==> src/rtl/dcache_pkg.sv <==
package dcache_pkg;

	// address and data geometry
	localparam int ADDR_W   = 64;
	localparam int WORD_W   = 64;
	localparam int LINE_W   = 128;

	// 4 ways of 64 sets, index is addr[9:4], tag is addr[63:10]
	localparam int NUM_WAYS = 4;
	localparam int NUM_SETS = 64;
	localparam int INDEX_W  = 6;
	localparam int TAG_W    = 54;
	localparam int OFFSET_W = 4;

	// backing memory, indexed by addr[11:4]
	localparam int MEM_LINES   = 256;
	localparam int MEM_LATENCY = 2;

	// register map
	localparam int CFG_ADDR_W = 2;
	localparam logic [CFG_ADDR_W-1:0] REG_CTRL   = 2'd0;
	localparam logic [CFG_ADDR_W-1:0] REG_LIMIT  = 2'd1;
	localparam logic [CFG_ADDR_W-1:0] REG_HITS   = 2'd2;
	localparam logic [CFG_ADDR_W-1:0] REG_MISSES = 2'd3;

	typedef enum logic [1:0] {
		IDLE,
		LOOKUP,
		FILL,
		RESP
	} ctrl_state_t;

endpackage

==> src/rtl/dcache_ctrl.sv <==
`timescale 1ns/1ns

module dcache_ctrl (
	input  logic                             clk,
	input  logic                             rst,
	input  logic                             req_valid,
	output logic                             req_ready,
	input  logic [dcache_pkg::ADDR_W-1:0]    req_addr,
	output logic                             rsp_valid,
	input  logic                             rsp_ready,
	output logic [dcache_pkg::WORD_W-1:0]    rsp_data,
	input  logic                             wr_valid,
	output logic                             wr_ready,
	output logic [dcache_pkg::ADDR_W-1:0]    lookup_addr,
	input  logic [dcache_pkg::NUM_WAYS-1:0]  way_hit,
	output logic                             fill_en,
	output logic [dcache_pkg::NUM_WAYS-1:0]  fill_way,
	output logic [dcache_pkg::NUM_WAYS-1:0]  sram_en,
	output logic                             sram_we,
	output logic [dcache_pkg::INDEX_W-1:0]   sram_index,
	output logic [dcache_pkg::LINE_W-1:0]    sram_wline,
	input  logic [dcache_pkg::LINE_W-1:0]    sram_rline0,
	input  logic [dcache_pkg::LINE_W-1:0]    sram_rline1,
	input  logic [dcache_pkg::LINE_W-1:0]    sram_rline2,
	input  logic [dcache_pkg::LINE_W-1:0]    sram_rline3,
	output logic                             mem_rd_valid,
	output logic [dcache_pkg::ADDR_W-1:0]    mem_rd_addr,
	input  logic                             mem_rd_done,
	input  logic [dcache_pkg::LINE_W-1:0]    mem_rd_line,
	input  logic                             cache_en,
	input  logic [dcache_pkg::ADDR_W-1:0]    cache_limit,
	output logic                             hit_pulse,
	output logic                             miss_pulse
);
	import dcache_pkg::*;

	ctrl_state_t         state;
	logic [ADDR_W-1:0]   addr_q;
	logic [NUM_WAYS-1:0] hit_way_q;
	logic [NUM_WAYS-1:0] victim;
	logic [LINE_W-1:0]   line_q;
	logic [LINE_W-1:0]   line_sel;
	logic                hit;
	logic                alloc;

	// writes win over requests, both only enter from IDLE
	assign req_ready = (state == IDLE) && !wr_valid;
	assign wr_ready  = (state == IDLE);

	// with the cache disabled every lookup is a miss
	assign hit   = cache_en && (way_hit != '0);
	// lines above the limit are never allocated
	assign alloc = cache_en && (addr_q <= cache_limit);

	assign lookup_addr = addr_q;
	assign hit_pulse   = (state == LOOKUP) && hit;
	assign miss_pulse  = (state == LOOKUP) && !hit;

	// memory read issued from LOOKUP on a miss
	assign mem_rd_valid = miss_pulse;
	assign mem_rd_addr  = addr_q;

	// fill lands together with the returning line
	assign fill_en  = (state == FILL) && mem_rd_done && alloc;
	assign fill_way = victim;

	// hit reads the matching way, fill writes the victim
	assign sram_en    = hit_pulse ? way_hit : (fill_en ? victim : '0);
	assign sram_we    = (state == FILL);
	assign sram_index = addr_q[OFFSET_W +: INDEX_W];
	assign sram_wline = mem_rd_line;

	always_ff @(posedge clk) begin
		if (rst) begin
			state     <= IDLE;
			hit_way_q <= '0;
			victim    <= NUM_WAYS'(1);
		end else begin
			case (state)
				IDLE: begin
					if (req_valid && req_ready) begin
						state <= LOOKUP;
					end
				end
				LOOKUP: begin
					// zero selects the holding register in RESP
					hit_way_q <= hit ? way_hit : '0;
					state     <= hit ? RESP : FILL;
				end
				FILL: begin
					if (mem_rd_done) begin
						// victim rotates once per allocated fill
						if (alloc) begin
							victim <= {victim[NUM_WAYS-2:0], victim[NUM_WAYS-1]};
						end
						state <= RESP;
					end
				end
				RESP: begin
					if (rsp_ready) begin
						state <= IDLE;
					end
				end
				default: state <= IDLE;
			endcase
		end
	end

	// request address and fetched line
	always_ff @(posedge clk) begin
		if (req_valid && req_ready) begin
			addr_q <= req_addr;
		end
		if ((state == FILL) && mem_rd_done) begin
			line_q <= mem_rd_line;
		end
	end

	always_comb begin
		case (hit_way_q)
			4'b0001: line_sel = sram_rline0;
			4'b0010: line_sel = sram_rline1;
			4'b0100: line_sel = sram_rline2;
			4'b1000: line_sel = sram_rline3;
			default: line_sel = line_q;
		endcase
	end

	// addr bit 3 picks the upper or lower word
	assign rsp_valid = (state == RESP);
	assign rsp_data  = addr_q[OFFSET_W-1] ? line_sel[LINE_W-1 -: WORD_W] : line_sel[WORD_W-1:0];

	// held response must not move, SRAM outputs included
	assert property (@(posedge clk) disable iff (rst)
		rsp_valid && !rsp_ready |=> rsp_valid && $stable(rsp_data))
		else $error("ctrl: response changed under back-pressure");

	// the line comes back after the fixed latency while FILL still waits for it
	assert property (@(posedge clk) disable iff (rst)
		mem_rd_valid |-> ##MEM_LATENCY (mem_rd_done && (state == FILL)))
		else $error("ctrl: memory line returned late or outside FILL");

endmodule

==> config.mk <==
export PLATFORM = sky130hd
export DESIGN_NAME = dcache_ctrl
export DESIGN_NICKNAME = d
export VERILOG_FILES = /design/src/rtl/dcache_pkg.sv /design/src/rtl/dcache_ctrl.sv
export SDC_FILE = /design/constraint.sdc
export NUM_CORES = 1
export LEC_CHECK = 0
export BUFFER_PORTS_ARGS = -buffer_cell sky130_fd_sc_hd__buf_2
export CORE_AREA = 2 2 432 434
export CTS_BUF_LIST = sky130_fd_sc_hd__clkbuf_4
export DETAILED_ROUTE_END_ITERATION = 6
export DIE_AREA = 0 0 434 436
export PLACE_DENSITY_LB_ADDON = 0.1
export RECOVER_POWER = 25
export SKIP_LAST_GASP = 1
export SYNTH_ARGS = -nofsm -noshare
export SYNTH_HDL_FRONTEND = slang
export SYNTH_SLANG_ARGS = --single-unit
==> constraint.sdc <==
create_clock -name clk -period 5.8 [get_ports clk]
set_clock_uncertainty 0.05 [all_clocks]
set_input_delay 0.58 -clock clk [delete_from_list [all_inputs] [get_ports clk]]
set_output_delay 0.58 -clock clk [all_outputs]
set_load 0.1 [all_outputs]
==> metrics <==
cell taking the most area after synthesis=edfxtp_1; Yosys cell types=48; HPWL Detailed=119 mm; Syn Inst Count=1351; via count=16759; post-route minimum period=5.10 ns; Synth top cells by count=210 x nand2_1, 199 x buf_4, 192 x edfxtp_1; nets@finish=3350; first-pass GRT wire length=174 mm; Worst Tran Pin Value=1.15 ns; row count=158; most instantiated library cell after synthesis=nand2_1; RSZ-0062 raised after global routing=no; syn_area_per_cell=9.77 um^2; Peak VDD IR=0.164 mV; Post-synth EDFFs=192; Die X=434 um; Max Freq=196 MHz; CTS tree=yes; WHS=0.202 ns; largest net degree at the start of global routing=103; synthesized cell area=13200 um^2; Port Buffers=1120; failing checks=design-rule violations; Total GRT Usage=14.2%; final setup violation count=0; total power=0.00915 W; Final WS setup=0.702 ns; worst min path class=in -> reg; TritonRoute pass-1 iters=7; WP data required=5.17 ns; period utilization=87.9%; CTS H-tree lvls=3; critical path startpoint category=flop; CP endpoint kind=primary output; starting density of the core=7.15%; Num Clock Sinks=202; clock-pin slew on the worst setup and hold paths=0.05 ns; register area share after synthesis=45.2%; crit path max fanout=5; GP Congestion=0.836; Yosys top cell area share=43.7%; status=complete, but fails checks; worst skew pair latency=1.00 ns; Boundary Pins=1121; DRT iter0 DRCs=1384; Vias/cell=3.31; core area=185000 um^2; top cells by area, synth=edfxtp_1 44%, buf_4 11%, a222oi_1 9.8%; Die Area=189000 um^2; Die Span Y=436 um; Hold Violations, Final=0; total gr overflow=0; Slew Viols, Final=0; Finished Core Util=12.7%; slew margin rel.=23.3%; Main synth FF type=edfxtp_1; yosys synthesis warning count=0; PwrDens=392 nW/um^2; number of remaining DRC errors=2; total CTS buffers=82; Critical Path AT=4.47 ns; TNS Setup=0 ns; vias in the first global route=16787; Detailed Route WL=141 mm; clk root buf=clkbuf_4; Setup Buffers After CTS=0; pre-CTS setup slack=1.56 ns; Area Overhead vs Synth=77.0%; Final ANT Viol Nets=0; critical path class=reg -> out; layout cells sized above 1=46.0%; flops & latches, synth=202; CTS Buffer Depth=3; initial antenna violation count=135; leak pwr=9.87 nW; syn nets=2198; ys async rst share=0%; # Max-Cap Violations=0; Routed WL per cell=27.8 um
-- final cells by class --
class,count,area (um^2)
Fill cell,21543,161000
Tap cell,2480,3100
Antenna cell,27,67.6
Multi-Input combinational cell,795,5160
Inverter,77,292
Timing Repair Buffer,1345,7760
Clock inverter,18,114
Clock buffer,119,893
Sequential cell,202,5970
-- layer usage --
| metal | GRT usage (%) | share of wire [%] |
|---|---|---|
| met1 | 16.7 | 40 |
| met2 | 24.5 | 49 |
| met3 | 5.51 | 9.0 |
| met4 | 2.74 | 2.1 |
| met5 | 0 | 0.37 |
-- kinds of logic (layout without fill, tap and decap cells) --
| logic type | after synthesis | after routing | share of synthesized area, % |
|---|---|---|---|
| DFF | 202 | 202 | 45.2 |
| and+or+nand+nor | 334 | 334 | 11.2 |
| adders and majority gates | 68 | 68 | 6.45 |
| other | 0 | 27 | 0 |
| buffers and inverters | 354 | 1559 | 16.0 |
| muxes | 3 | 3 | 0.228 |
| AOI/OAI and AO/OA | 389 | 389 | 20.9 |
| xor gates and xnor gates | 1 | 1 | 0.0664 |
-- power by group --
part           switching [W]  internal (W)
Sequential          0.000145       0.00183
Combinational        0.00432      0.000961
Clock               0.000927      0.000971
-- worst max-delay path, stage by stage (launching register included) --
cell and delay [ns]:
edfxtp_1 0.53, ha_1 0.36, nand4_1 0.27, nor4_2 0.72, nand4_1 0.31, a31oi_2 0.28, nor4_4 0.07, nor2_2 0.24
inv_2 0.10, a31o_2 0.31, buf_2 0.31
-- metrics by stage --
step           instances  cell area [um^2]
3_5_place_dp        4698             20400
2_1_floorplan       1351             13200
4_1_cts             5036             23400
3_3_place_gp        4698             20400
5_1_grt             5051             23300
6_report            5063             23400
-- sequential cells by signal, summed over array words and instances, names as in the netlist --
signal / cells
lookup_addr: 64
state: 2
hit_way_q: 4
fill_way: 4
line_q: 128
-- repair_timing --
action | CTS | global route
endpoints found under the hold margin | 202 | 0
resized for setup | 0 | 0
hold buffers | 201 | 0
-- placed cells by master (no fill, tap or decap), types with 2 or more instances in the layout --
cell type         n
clkbuf_1        117
clkinv_2          3
nor2b_1           4
o22ai_1          64
o21ai_0          14
a21oi_1         158
clkinv_1          9
nand4_1          15
clkinvlp_4        3
ha_1             68
a21o_1            4
nor4_2            2
buf_4            15
dfxtp_1          10
nor4_1            2
nor3_1            2
a22oi_1           2
nor2_1           11
clkbuf_4        119
a21oi_2           2
a222oi_1        129
dlygate4sd3_1   201
nor4b_2           3
nand2b_1          4
and3_1            4
buf_2          1002
a211oi_1          2
a31o_2            3
nand2_1         210
nand3_1          70
inv_2             2
buf_12            9
mux2i_1           3
diode_2          27
edfxtp_1        192
inv_1            75
-- path summary, 6_finish.rpt --
path                                           startpoint                         to  slack, ns  cells past startpoint
worst max register to register  lookup_addr[53]$_DFFE_PP_   fill_way[1]$_SDFFE_PP0N_       2.54                      9
worst min-delay path                             cache_en  hit_way_q[2]$_SDFFE_PP0P_       0.20                      4
worst min register to register   fill_way[3]$_SDFFE_PP0N_   fill_way[3]$_SDFFE_PP0N_       0.50                      2
worst max-delay path            lookup_addr[53]$_DFFE_PP_                 sram_en[1]       0.70                     10
Power figures use the tool's default switching activity.
